[src/include/mem_lat_emu_config.svh]
`ifndef MEM_LAT_EMU_CONFIG_SVH
`define MEM_LAT_EMU_CONFIG_SVH

// address and latency table geometry
`define MLE_ADDR_W 27
`define MLE_TBL_W 8
`define MLE_LAT_W 5

// lane count, must be a power of two
`define MLE_LANES 4

// per lane emulated cache and result queue
`define MLE_CACHE_SZ 8
`define MLE_LANE_DEPTH 4

// credits granted at the request and response ports
`define MLE_REQ_CREDITS 4
`define MLE_RESP_CREDITS 2

`endif

[src/hdl/mem_lat_emu_pkg.sv]
`include "mem_lat_emu_config.svh"

package mem_lat_emu_pkg;

	localparam int LANE_W = $clog2(`MLE_LANES);
	localparam int TBL_SIZE = 1 << `MLE_TBL_W;

	typedef struct packed {
		logic valid;
		logic [`MLE_ADDR_W-1:0] addr;
	} req_t;

	typedef struct packed {
		logic valid;
		logic [`MLE_ADDR_W-1:0] addr;
	} fill_t;

	typedef struct packed {
		logic we;
		logic [`MLE_TBL_W-1:0] idx;
		logic [`MLE_LAT_W-1:0] lat;
	} cfg_t;

	// miss_wait: miss to an index that already had a miss outstanding
	typedef struct packed {
		logic valid;
		logic [`MLE_ADDR_W-1:0] addr;
		logic [`MLE_LAT_W-1:0] lat;
		logic hit;
		logic miss_wait;
	} resp_t;

	// lane select is the lowest address bits, the table index sits right above
	function automatic logic [LANE_W-1:0] lane_of(input logic [`MLE_ADDR_W-1:0] addr);
		return addr[LANE_W-1:0];
	endfunction

	function automatic logic [`MLE_TBL_W-1:0] tbl_idx(input logic [`MLE_ADDR_W-1:0] addr);
		return addr[LANE_W +: `MLE_TBL_W];
	endfunction

endpackage

[src/hdl/req_dispatch.sv]
`timescale 1ns/1ns
`include "mem_lat_emu_config.svh"

module req_dispatch
	import mem_lat_emu_pkg::*;
(
	input  logic                  clk,
	input  logic                  resetb,
	input  req_t                  req,
	input  fill_t                 fill,
	output req_t                  lane_req [`MLE_LANES],
	output fill_t                 lane_fill [`MLE_LANES],
	input  logic [`MLE_LANES-1:0] lane_credit
);

	localparam int PTR_W = $clog2(`MLE_REQ_CREDITS);
	localparam int LCNT_W = $clog2(`MLE_LANE_DEPTH + 1);

	logic [`MLE_ADDR_W-1:0] sk_addr [`MLE_REQ_CREDITS];
	logic [PTR_W-1:0] sk_wp;
	logic [PTR_W-1:0] sk_rp;
	logic [PTR_W:0] sk_cnt;
	logic [LCNT_W-1:0] lane_cnt [`MLE_LANES];
	logic [`MLE_ADDR_W-1:0] head_addr;
	logic [LANE_W-1:0] head_lane;
	logic send;
	logic fill_vld;
	logic [`MLE_ADDR_W-1:0] fill_addr;

	// ************************************************************
	// skid buffer, never overflows since every entry holds a credit
	// ************************************************************
	assign head_addr = sk_addr[sk_rp];
	assign head_lane = lane_of(head_addr);
	// head blocks the buffer until its lane has room
	assign send = (sk_cnt != '0) && (lane_cnt[head_lane] != '0);

	always_ff @(posedge clk)
	begin
		if (req.valid)
		begin
			sk_addr[sk_wp] <= req.addr;
		end
		fill_addr <= fill.addr;
	end

	always_ff @(posedge clk)
	begin
		if (!resetb)
		begin
			sk_wp <= '0;
			sk_rp <= '0;
			sk_cnt <= '0;
			fill_vld <= 1'b0;
			for (int i = 0; i < `MLE_LANES; i++)
			begin
				lane_cnt[i] <= LCNT_W'(`MLE_LANE_DEPTH);
			end
		end
		else
		begin
			if (req.valid)
			begin
				sk_wp <= sk_wp + 1'b1;
			end
			if (send)
			begin
				sk_rp <= sk_rp + 1'b1;
			end
			sk_cnt <= sk_cnt + (PTR_W+1)'(req.valid) - (PTR_W+1)'(send);
			fill_vld <= fill.valid;
			for (int i = 0; i < `MLE_LANES; i++)
			begin
				lane_cnt[i] <= lane_cnt[i] - LCNT_W'(send && (head_lane == LANE_W'(i)))
					+ LCNT_W'(lane_credit[i]);
			end
		end
	end

	// fills are delayed one cycle to line up with a request leaving the buffer
	always_comb
	begin
		for (int i = 0; i < `MLE_LANES; i++)
		begin
			lane_req[i].valid = send && (head_lane == LANE_W'(i));
			lane_req[i].addr = head_addr;
			lane_fill[i].valid = fill_vld && (lane_of(fill_addr) == LANE_W'(i));
			lane_fill[i].addr = fill_addr;
		end
	end

endmodule

[config.mk]
export PLATFORM = sky130hd
export DESIGN_NAME = req_dispatch
export DESIGN_NICKNAME = d
export VERILOG_FILES = /design/src/hdl/mem_lat_emu_pkg.sv /design/src/hdl/req_dispatch.sv
export VERILOG_INCLUDE_DIRS = /design/src /design/src/include
export SDC_FILE = /design/constraint.sdc
export NUM_CORES = 1
export LEC_CHECK = 0
export BUFFER_PORTS_ARGS = -buffer_cell sky130_fd_sc_hd__buf_2
export CORE_UTILIZATION = 40
export DETAILED_ROUTE_END_ITERATION = 10
export GPL_TIMING_DRIVEN = 0
export HOLD_SLACK_MARGIN = 0.08
export PLACE_DENSITY = 0.7
export SYNTH_ARGS = -nofsm -noshare
export SYNTH_HDL_FRONTEND = slang
export SYNTH_SLANG_ARGS = --single-unit
[constraint.sdc]
create_clock -name clk -period 9.37 [get_ports clk]
set_clock_uncertainty 0.2 [all_clocks]
set_input_delay 0 -clock clk [delete_from_list [all_inputs] [get_ports clk]]
set_output_delay 0 -clock clk [all_outputs]
set_load 0.02 [all_outputs]
# Word-level counts from Yosys, hierarchy flattened

Memories as Yosys holds them, arrays and structs flattened. A register that Yosys moved wholly into a read port is not among the register bits.
Cells that the tools add are included.
Widths: inputs -> output; s select.

$add $sub $neg: 12
Equality and inequality tests: 6
Multiplexer cells: 10
Bitwise gates (word level): 4
Reductions and logical operators: 13

Operators by type and width:

| operator            | count |
|---|---|
| $add 3x1->3         | 5 |
| $sub 3x1->3         | 5 |
| $mux 3              | 4 |
| $logic_and 1x1->1   | 9 |
| $eq 2x2->1 const B  | 4 |
| $reduce_bool 3->1   | 2 |
| $add 2x1->2 const B | 2 |
| $eq 2x1->1 const B  | 2 |
| $logic_not 2->1     | 2 |
| $mux 1              | 4 |
| $mux 2              | 2 |
| $or 1x1->1          | 4 |

Register bits: 35
Bits in writable memories: 120
Bits of input ports: 62
Output and inout port bits: 224
Word-level logic and storage cells: 52
Memories: 2

Memories:

| name     | depth | bits a word | rd ports | clocked after memory_dff | wr ports | RTL line           | text |
|---|---|---|---|---|---|---|---|
| sk_addr  | 4     | 27          | 1        | 1                        | 1        | req_dispatch.sv:19 | `` logic [`MLE_ADDR_W-1:0] sk_addr [`MLE_REQ_CREDITS]; `` |
| lane_cnt | 4     | 3           | 5        | 0                        | 4        | req_dispatch.sv:23 | `` logic [LCNT_W-1:0] lane_cnt [`MLE_LANES]; `` |

# Depth between registers and ports, before layout

An unclocked memory read counts as a cell.

Word-level depth: 7
Mapped depth: 12
Depth with buffers taken out: 11

# Least setup slack after synthesis

No wires, ideal clock.

Path type: flip-flop to flip-flop
Start point: register (tool-made name)
End point: memory lane_cnt[1][2] (netlist bit)
Arrival time: 3.246 ns
Setup slack: 5.799 ns
Cell stages (with the launch flop): 13
Buffers on the path: 1
Period minus slack after synthesis: 3.571 ns
Cells stage by stage: dfxtp_1 buf_6 mux4_2 or2_1 nor3b_1 ha_1 inv_1 ha_1 inv_1 fa_1 xor2_1 xnor2_1 nand2_1

RTL lines:

| item             | RTL line |
|---|---|
| end: declaration | req_dispatch.sv:23 |

==> out/results.txt <==
First DRT Iteration DRCs - 147
Max Clk Rate - 292 MHz
vias after detailed routing - 4522
sequential power share - 31.6%
Pre-antenna DRT Iters - 4
clock share of power - 23.7%
minimum clock period - 3.43 ns
fin nets - 931
Final Util - 60.5%
I/O pin count - 286
fraction of layout cells with a size suffix above 1 - 58.7%
# diodes - 0
setup slack after layout - 5.94 ns
Worst VDD drop - 158 uV
largest buffer count on any clock path - 2
Post-DP Area - 8590 sq um
Yosys top cell area share - 47.3%
Worst setup EP type - flop
CP max FO - 9
GP Congestion - 0.681
synth-to-layout area growth - 46.8%
Die W - 133 um
post-synth cell types - 27
P_sw - 912 uW
Pint - 1.74 mW
grt ovf - 0
Routed Antenna Nets - 0
Slowest Stage Delay on Critical Path - 0.48 ns
worst path bufs/invs - 3
WP data arrival - 3.52 ns
layout filler cell count - 1286
CTS tree - built
root buffer cell - clkbuf_16
Min Hold Slack - 0.133 ns
Leak Pwr - 4.53 nW
pwr dens - 263 nW/um^2
Startpoint Class - flop
Post-Route WL - 13100 um
Yosys reg bits - 157
# DRC - 0
Avg Inst Size Synth - 15.2 sq um
cell area after synthesis - 6860 sq um
Synth area leader - edfxtp_1
Final Cell Area - 10100 sq um
initial antenna violation count - 0
die height - 133 um
cts repair resizes - 0
Cell Chain, Critical Path - clkbuf_1 > mux4_2 > or2_1 > nor3b_1 > ha_1 > inv_1 > ha_1 > inv_1 > fa_1 > xor2_1 > xnor2_1 > nand2_1
Worst Path Required - 9.46 ns
Starting Density - 41.2%
register area share after synthesis - 61.6%
reg-to-reg slack, setup - 5.94 ns
CTS Buf Count - 17
min-delay src - req[26]
Post-Syn Nets - 533
clock slew at reported path FFs - 0.06 ns
critical path type - flop to flop
via/cell ratio - 4.18
slowest cell on the critical path - mux4_2
fin crit share - 36.6%
RSZ-0062 raised after global routing - no
largest net degree at the start of global routing - 28
Tot GR Track Use - 15.1%
final hold vios - 0
MaxCap Viol Count - 0
Sw Share - 34.4%
path category of the worst min-delay check - input pin to flop
Pwr Total - 2.65 mW
Worst-Margin Slew - 0.865 ns
row cnt - 47
vias in the first global route - 4290
first-pass GRT wire length - 20500 um
Die ar. - 17700 sq um
clock tree sinks - 157
status - finished clean
wire per inst - 12.1 um
number of port buffers - 285
final number of setup-violating endpoints - 0
Post-Syn Instances - 452
H-tree level count - 4
Gate power share - 44.7%
Yosys warning count - 0
Finished Layout Cells - 1083
Setup TNS - 0 ns
top cells by area, synth - edfxtp_1 47%, buf_4 18%, dfxtp_1 14%, mux4_2 7.9%, ha_1 2.6%
Final Max Slew Viols - 0
CP delay by family, top - adder cells
placed cell count - 958
core area - 16600 sq um
DP HPWL - 8710 um
pre-CTS setup slack - 5.92 ns
clock latency on the worst-skew pair - 0.42 ns
Max-slew headroom - 42.3%
[cell usage in the layout, fill, tap and decap left out, types with 13 or more instances in the layout]
cell	instances
buf_2	285
mux4_2	24
and2_1	13
clkbuf_16	17
buf_4	162
dlygate4sd3_1	93
ha_1	14
edfxtp_1	108
dfxtp_1	49
inv_1	19
[cells by family after synthesis]
kind of cell | Yosys count | synth area share [%]
muxes | 31 | 9.70
AOI/OAI and AO/OA | 1 | 0.292
xor gates and xnor gates | 12 | 1.53
buffers and inverters | 189 | 19.3
DFF | 157 | 61.6
and+or+nand+nor | 43 | 3.59
adders and majority gates | 19 | 4.01
[flip-flops by register name, indices dropped and copies added, names as in the netlist, named ones only]
signal and count:
sk_rp 2, fill_addr 27, fill_vld 1, sk_addr 108, sk_wp 2, sk_cnt 3
lane_cnt 12
[final timing paths]
path                                       end  cells after the start
worst max-delay path            lane_cnt[1][2]                     12
worst max register to register  lane_cnt[1][2]                     12
worst min-delay path            sk_addr[2][26]                      2
worst min register to register        sk_rp[1]                      2
[area by class of cell]
class / instances / area, sq um / area share (%)
Tap cell: 220 / 275 / 2.73
Buffer: 170 / 1250 / 12.4
Clock buffer: 21 / 450 / 4.47
Timing Repair Buffer: 379 / 2380 / 23.7
Inverter: 19 / 71.3 / 0.708
Sequential cell: 157 / 4220 / 41.9
Multi-Input combinational cell: 106 / 1320 / 13.1
Clock inverter: 11 / 95.1 / 0.944
[timing repair]
| action | CTS | global route |
|---|---|---|
| endpoints found under the hold margin | 157 | 0 |
| buffers inserted | 0 | 0 |
| hold buffers | 93 | 0 |
[power by group through the flow]
stage | combinational (mW) | clock (mW) | sequential [mW]
floorplan | 0.857 | 0 | 0.852
global placement | 1.14 | 0 | 0.850
CTS | 1.20 | 0.647 | 0.836
global route | 1.28 | 0.677 | 0.843
detailed placement | 1.16 | 0 | 0.850
finish | 1.19 | 0.629 | 0.837
[per-layer routing]
layer	global-route usage [%]	vias up	share of wire [%]
li1	-	2210	-
met1	16.5	2146	40
met2	27.6	153	54
met3	3.95	13	5.3
met4	6.51	0	1.3
met5	0	-	0
[synth_stat cells]
master	instances
and2_1	16
and3_1	1
and3b_1	1
buf_1	2
buf_4	162
buf_6	1
clkbuf_1	5
dfxtp_1	49
edfxtp_1	108
fa_1	5
ha_1	14
inv_1	19
mux2_2	1
mux2_4	1
mux2i_1	2
mux4_1	3
mux4_2	24
nand2_1	7
nand2b_1	2
nor2_1	1
nor2b_1	4
nor3_1	7
nor3b_1	3
o22ai_4	1
or2_1	1
xnor2_1	8
xor2_1	4
Power figures use the tool's default switching activity.
