`src/include/mem_lat_emu_config.svh`:
```
`ifndef MEM_LAT_EMU_CONFIG_SVH
`define MEM_LAT_EMU_CONFIG_SVH

// address and latency table geometry
`define MLE_ADDR_W 27
`define MLE_TBL_W 8
`define MLE_LAT_W 5

// lane count, must be a power of two
`define MLE_LANES 4

// per lane emulated cache and result queue
`define MLE_CACHE_SZ 8
`define MLE_LANE_DEPTH 4

// credits granted at the request and response ports
`define MLE_REQ_CREDITS 4
`define MLE_RESP_CREDITS 2

`endif

```
`src/hdl/mem_lat_emu_pkg.sv`:
```
`include "mem_lat_emu_config.svh"

package mem_lat_emu_pkg;

	localparam int LANE_W = $clog2(`MLE_LANES);
	localparam int TBL_SIZE = 1 << `MLE_TBL_W;

	typedef struct packed {
		logic valid;
		logic [`MLE_ADDR_W-1:0] addr;
	} req_t;

	typedef struct packed {
		logic valid;
		logic [`MLE_ADDR_W-1:0] addr;
	} fill_t;

	typedef struct packed {
		logic we;
		logic [`MLE_TBL_W-1:0] idx;
		logic [`MLE_LAT_W-1:0] lat;
	} cfg_t;

	// miss_wait: miss to an index that already had a miss outstanding
	typedef struct packed {
		logic valid;
		logic [`MLE_ADDR_W-1:0] addr;
		logic [`MLE_LAT_W-1:0] lat;
		logic hit;
		logic miss_wait;
	} resp_t;

	// lane select is the lowest address bits, the table index sits right above
	function automatic logic [LANE_W-1:0] lane_of(input logic [`MLE_ADDR_W-1:0] addr);
		return addr[LANE_W-1:0];
	endfunction

	function automatic logic [`MLE_TBL_W-1:0] tbl_idx(input logic [`MLE_ADDR_W-1:0] addr);
		return addr[LANE_W +: `MLE_TBL_W];
	endfunction

endpackage

```
`src/hdl/resp_merge.sv`:
```
`timescale 1ns/1ns
`include "mem_lat_emu_config.svh"

module resp_merge
	import mem_lat_emu_pkg::*;
(
	input  logic                  clk,
	input  logic                  resetb,
	input  resp_t                 lane_res [`MLE_LANES],
	output logic [`MLE_LANES-1:0] lane_pop,
	output resp_t                 resp,
	input  logic                  resp_credit
);

	localparam int CR_W = $clog2(`MLE_RESP_CREDITS + 1);

	logic [LANE_W-1:0] rr;
	logic [LANE_W-1:0] cand;
	logic [LANE_W-1:0] sel;
	logic found;
	logic take;
	logic [CR_W-1:0] cr_cnt;
	resp_t resp_r;
	logic resp_vld;

	// first released lane at or after the round robin pointer
	always_comb
	begin
		sel = rr;
		cand = rr;
		found = 1'b0;
		for (int k = 0; k < `MLE_LANES; k++)
		begin
			cand = rr + LANE_W'(k);
			if (!found && lane_res[cand].valid)
			begin
				sel = cand;
				found = 1'b1;
			end
		end
	end

	assign take = found && (cr_cnt != '0);
	assign lane_pop = take ? (`MLE_LANES'(1) << sel) : '0;

	always_ff @(posedge clk)
	begin
		if (take)
		begin
			resp_r <= lane_res[sel];
		end
	end

	always_ff @(posedge clk)
	begin
		if (!resetb)
		begin
			rr <= '0;
			cr_cnt <= CR_W'(`MLE_RESP_CREDITS);
			resp_vld <= 1'b0;
		end
		else
		begin
			resp_vld <= take;
			if (take)
			begin
				rr <= sel + 1'b1;
			end
			cr_cnt <= cr_cnt - CR_W'(take) + CR_W'(resp_credit);
		end
	end

	always_comb
	begin
		resp = resp_r;
		resp.valid = resp_vld;
	end

endmodule

```
`config.mk`:
```
export PLATFORM = sky130hd
export DESIGN_NAME = resp_merge
export DESIGN_NICKNAME = d
export VERILOG_FILES = /design/src/hdl/mem_lat_emu_pkg.sv /design/src/hdl/resp_merge.sv
export VERILOG_INCLUDE_DIRS = /design/src /design/src/include
export SDC_FILE = /design/constraint.sdc
export NUM_CORES = 1
export LEC_CHECK = 0
export ABC_CLOCK_PERIOD_IN_PS = 3200
export BUFFER_PORTS_ARGS = -buffer_cell sky130_fd_sc_hd__clkbuf_2
export CAP_MARGIN = 20
export CORE_MARGIN = 2
export CORE_UTILIZATION = 36
export DETAILED_ROUTE_END_ITERATION = 10
export PLACE_DENSITY = 0.87
export RECOVER_POWER = 25
export SYNTH_ARGS = -nofsm -noshare
export SYNTH_HDL_FRONTEND = slang
export SYNTH_SLANG_ARGS = --single-unit
```
`constraint.sdc`:
```
create_clock -name clk -period 3.2 [get_ports clk]
set_input_delay 0.16 -clock clk [delete_from_list [all_inputs] [get_ports clk]]
set_output_delay 0.16 -clock clk [all_outputs]
set_load 0.05 [all_outputs]
```
After elaboration in Yosys (flattened, before gate mapping)
Index checks and enable logic that the tools add are counted.

word-level totals
  bits in registers = 39
  input port bits = 143
  logic and storage cells = 55
  output and inout bits = 39

cells by class
  reductions and logical operators = 8
  shifts and indexed selects = 1
  multiplexer cells = 23
  $add $sub $neg = 6
  bitwise logic cells = 5
  $lt $le $gt $ge = 5

operators by type and width
  operator               number
  $bmux W35 S2           5
  $mux W35               8
  $mux W34               2
  $ge A3 B3 Y1 const B   5
  $not A2 Y3             5
  $mux W2                3
  $add A2 B1 Y2 const B  2
  $add A2 B2 Y2 const B  2
  $logic_and A1 B1 Y1    4
  $mux W1                4
  $mux W4                1
  $shl A1 B2 Y4 const A  1
  $logic_not A1 Y1       3
  $add A2 B1 Y2          1
  $reduce_bool A2 Y1     1
  $sub A2 B1 Y2          1

Logic depth before layout (Yosys ltp)
  word-level depth = 18
  depth in mapped cells = 9
  mapped depth without buffers = 8

Worst setup path before layout
OpenSTA, ideal clock, no wires.

  kind = reg2reg
  start point = register cr_cnt[1]
  end point = register cr_cnt[1]
  slack = -0.294 ns
  clock period less this slack = 3.494 ns
  cell stages (with the launch flop) = 9
  required time = 3.085 ns
  library setup time = 0.115 ns
  data arrival time = 3.379 ns
  cells stage by stage = dfxtp_1 nor2_1 a21oi_1 ha_1 inv_1 ha_1 xor2_1 xnor2_1 nand2_1

between the ends
  longest elaborated chain between the ends = 4

RTL lines
  item                      RTL line          source
  start: declaration        resp_merge.sv:22  logic [CR_W-1:0] cr_cnt;
  start signal: assignment  resp_merge.sv:59  cr_cnt <= CR_W'(`MLE_RESP_CREDITS);
  start signal: assignment  resp_merge.sv:69  cr_cnt <= cr_cnt - CR_W'(take) + CR_W'(resp_credit);
  $reduce_bool A2 Y1        resp_merge.sv:43  assign take = found && (cr_cnt != '0);
  $logic_and A1 B1 Y1       resp_merge.sv:43
  via take                  resp_merge.sv:21  logic take;
  $sub A2 B1 Y2             resp_merge.sv:69
  $add A2 B1 Y2             resp_merge.sv:69

The timed path passes the listed nets, and every way through them passes these cells.
A chain may end at the register's enable or synchronous reset.

Final worst setup path
  start point = register rr[1]
  end point = output port lane_pop[2]

between the ends
  longest elaborated chain between the ends = 16
  elaborated cells between the ends (all ways) = 35

RTL lines
  item                                                    RTL line          source
  start: declaration                                      resp_merge.sv:17  logic [LANE_W-1:0] rr;
  start signal: assignment                                resp_merge.sv:67  rr <= sel + 1'b1;
  branches (longest 15 deep; another with $add A2 B1 Y2)  n/a
  $mux W4 (*)                                             resp_merge.sv:44  assign lane_pop = take ? (`MLE_LANES'(1) << sel) : '0;
  end: declaration                                        resp_merge.sv:10  output logic [`MLE_LANES-1:0] lane_pop,

Every way passes the cells marked *. The select of a mux whose other input is x is not followed.

==> impl_metrics.env <==
export IMPL_port_buffers=181
export IMPL_via_per_inst=5.16
export IMPL_setup_viol=0
export IMPL_synth_distinct_cells=27
export IMPL_critPathRequiredTime_ns=3.04
export IMPL_synth_top_area_frac=0.427
export IMPL_synth_area_top_cells="edfxtp_1 (43%), nand2_1 (16%), a32oi_1 (12%)"
export IMPL_crit_path_end_kind="primary output"
export IMPL_drtIter0Drc=106
export IMPL_r2r_end="resp[19]"
export IMPL_min_path_type="input port to flip-flop"
export IMPL_post_cts_buffers=0
export IMPL_synth_seq_area_share=0.469
export IMPL_wl_per_cell_um=13.8
export IMPL_crit_reg2reg_launch="rr[1]"
export IMPL_wirelength_mm=7.17
export IMPL_met2_length_mm=3.62
export IMPL_dp_hpwl_mm=5.53
export IMPL_slew_violations=0
export IMPL_num_nets_final=591
export IMPL_fp_dieW_um=85.5
export IMPL_hold_viol=0
export IMPL_place_congestion=0.745
export IMPL_first_global_vias=2488
export IMPL_area_growth_pct=40.3
export IMPL_setup_tns_ns=0
export IMPL_stdcell_count=520
export IMPL_synthArstFlopShare=0
export IMPL_yosys_cell_count_top_type="nand2_1"
export IMPL_synth_edf_count=34
export IMPL_track_usage=0.188
export IMPL_nFillCells=606
export IMPL_synth_common_cells="nand2_1 (103), a21oi_1 (36), a32oi_1 (34), edfxtp_1 (34), buf_2 (11)"
export IMPL_fin_ws_ns=0.649
export IMPL_maxSlewHeadroom=0.499
export IMPL_grt_start_max_net_pins=71
export IMPL_max_vdd_ir_drop_uv=572
export IMPL_rsz0062_at_grt="false"
export IMPL_cts_buffers_inserted=5
export IMPL_finClkSkew_ns=0.00714
export IMPL_layout_min_cycle_time_ns=2.55
export IMPL_ant_nets=0
export IMPL_drc=0
export IMPL_drv_cap=0
export IMPL_cts_root_buf="clkbuf_8"
export IMPL_grt_pass1_wl_mm=11.1
export IMPL_start_util=0.374
export IMPL_ys_warnings_count=0
export IMPL_dp_cells=512
export IMPL_die_area_sq_um=7310
export IMPL_clock_path_buffers=2
export IMPL_synth_avg_cell_area_sq_um=8.76
export IMPL_synth_top_area_cell="edfxtp_1"
export IMPL_status="finished, final reports clean"
export IMPL_worstMarginPinSlew_ns=0.747
export IMPL_synth_seq_cells=39
export IMPL_arrival_ns=2.39
export IMPL_route_met3_wl_um=581
export IMPL_clk_latency_ns=0.29
export IMPL_synth_nets=422
export IMPL_hold_buffers=0
export IMPL_drive_above_1_share=0.377
export IMPL_num_vias=2684
export IMPL_wl_met1_mm=2.84
export IMPL_r2r_setup_slack_ns=0.95
export IMPL_first_pass_iters=4
export IMPL_rows=29
export IMPL_crit_path_max_fanout=70
export IMPL_cts_sinks=39
export IMPL_path_class="flip-flop to primary output"
export IMPL_finalInstanceArea_sq_um=3360
export IMPL_min_path_cells=2
export IMPL_rr_worst_depth=7
export IMPL_clk_pin_slew_ns=0.08
export IMPL_placed_area_sq_um=3310
export IMPL_p_leak_nw=1.57
export IMPL_startpoint_type="flip-flop"
export IMPL_antenna_found_initial=0
export IMPL_top_layer_used="met4"
export IMPL_ios=182
export IMPL_whs_endpoint="cr_cnt[1]"
export IMPL_htree_num_levels=2
export IMPL_synth_area_sq_um=2390
export IMPL_cts_resized=0
export IMPL_ys_flop_type="edfxtp_1"
export IMPL_overflow=0
export IMPL_min_period_over_period=0.797
export IMPL_holdCritStartpoint="resetb"
export IMPL_die_y_um=85.5
export IMPL_fmax_ghz=0.392
export IMPL_num_antenna_cells=0
export IMPL_post_place_ws_ns=0.973
export IMPL_cts_tree="built"
export IMPL_core_area_sq_um=6390
export IMPL_netlist_instances=273
export IMPL_powerDensity_nw_per_um2=1040
-- state kept, by name, indices dropped and copies added (netlist names) --
signal,count
resp,34
resp_vld,1
rr,2
cr_cnt,2
-- where the power goes --
| group | switching (W) | internal (W) |
|---|---|---|
| logic | 0.00166 | 0.000504 |
| clock network | 0.000165 | 0.000153 |
| registers | 0.0000855 | 0.000926 |
-- final cells by class --
class / instances / area [sq um] / area share
Timing Repair Buffer: 185 / 901 / 0.268
Clock buffer: 7 / 76.3 / 0.0227
Multi-Input combinational cell: 205 / 1130 / 0.337
Tap cell: 77 / 96.3 / 0.0287
Inverter: 6 / 23.8 / 0.00708
Clock inverter: 1 / 5.00 / 0.00149
Sequential cell: 39 / 1120 / 0.334
-- how the worst max path moves through the flow --
stage | from | end | cells after the start
3_3_place_gp | rr[1] | lane_pop[3] | 7
4_1_cts | rr[1] | lane_pop[3] | 7
3_5_place_dp | rr[1] | resp[9] | 7
5_1_grt | rr[1] | lane_pop[2] | 7
2_1_floorplan | cr_cnt[1] | cr_cnt[1] | 8
6_report | rr[1] | lane_pop[2] | 7
-- layer usage --
layer,up-vias,GRT usage
li1,1318,-
met1,1221,0.218
met2,131,0.344
met3,14,0.0462
met4,0,0.0534
met5,-,0
-- critical path: stages (launching register included) --
cell and delay (ns):
dfxtp_1 0.45, nor3_1 0.10, nor4_1 0.20, or2_2 0.16
buf_4 0.53, ha_1 0.25, and2_1 0.11, clkbuf_2 0.27
-- placed cells by master, fill, tap and decap left out, drive strengths merged --
master,n
dfxtp,5
ha,6
clkinv,2
edfxtp,34
a211oi,1
nor2,4
nor3,1
mux2i,1
nor4,1
o21a,1
xor2,1
buf,4
nor2b,4
a211o,1
or2,1
inv,5
clkbuf,188
a32oi,34
nand2,103
a21oi,36
and3b,1
xnor2,1
and2,6
o21ai,1
o211ai,1
-- through the flow --
step / hold slack, ns / total power, W / util
3_3_place_gp: 0.368 / 0.00319 / 0.518
5_1_grt: 0.0794 / 0.00372 / 0.525
4_1_cts: 0.0693 / 0.00358 / 0.531
6_report: 0.0758 / 0.00350 / 0.525
2_1_floorplan: 0.222 / 0.00277 / -
3_5_place_dp: 0.376 / 0.00325 / 0.518
-- cell families after synthesis --
| group | synth area share |
|---|---|
| multiplexers | 0.00419 |
| flip-flops | 0.469 |
| XOR/XNOR | 0.00733 |
| buffers and inverters | 0.0659 |
| adder cells (fa/ha/maj) | 0.0314 |
| AND/OR/NAND/NOR | 0.205 |
| AO/OA/AOI/OAI | 0.217 |
Note: power is estimated with default switching activity, not from simulation.
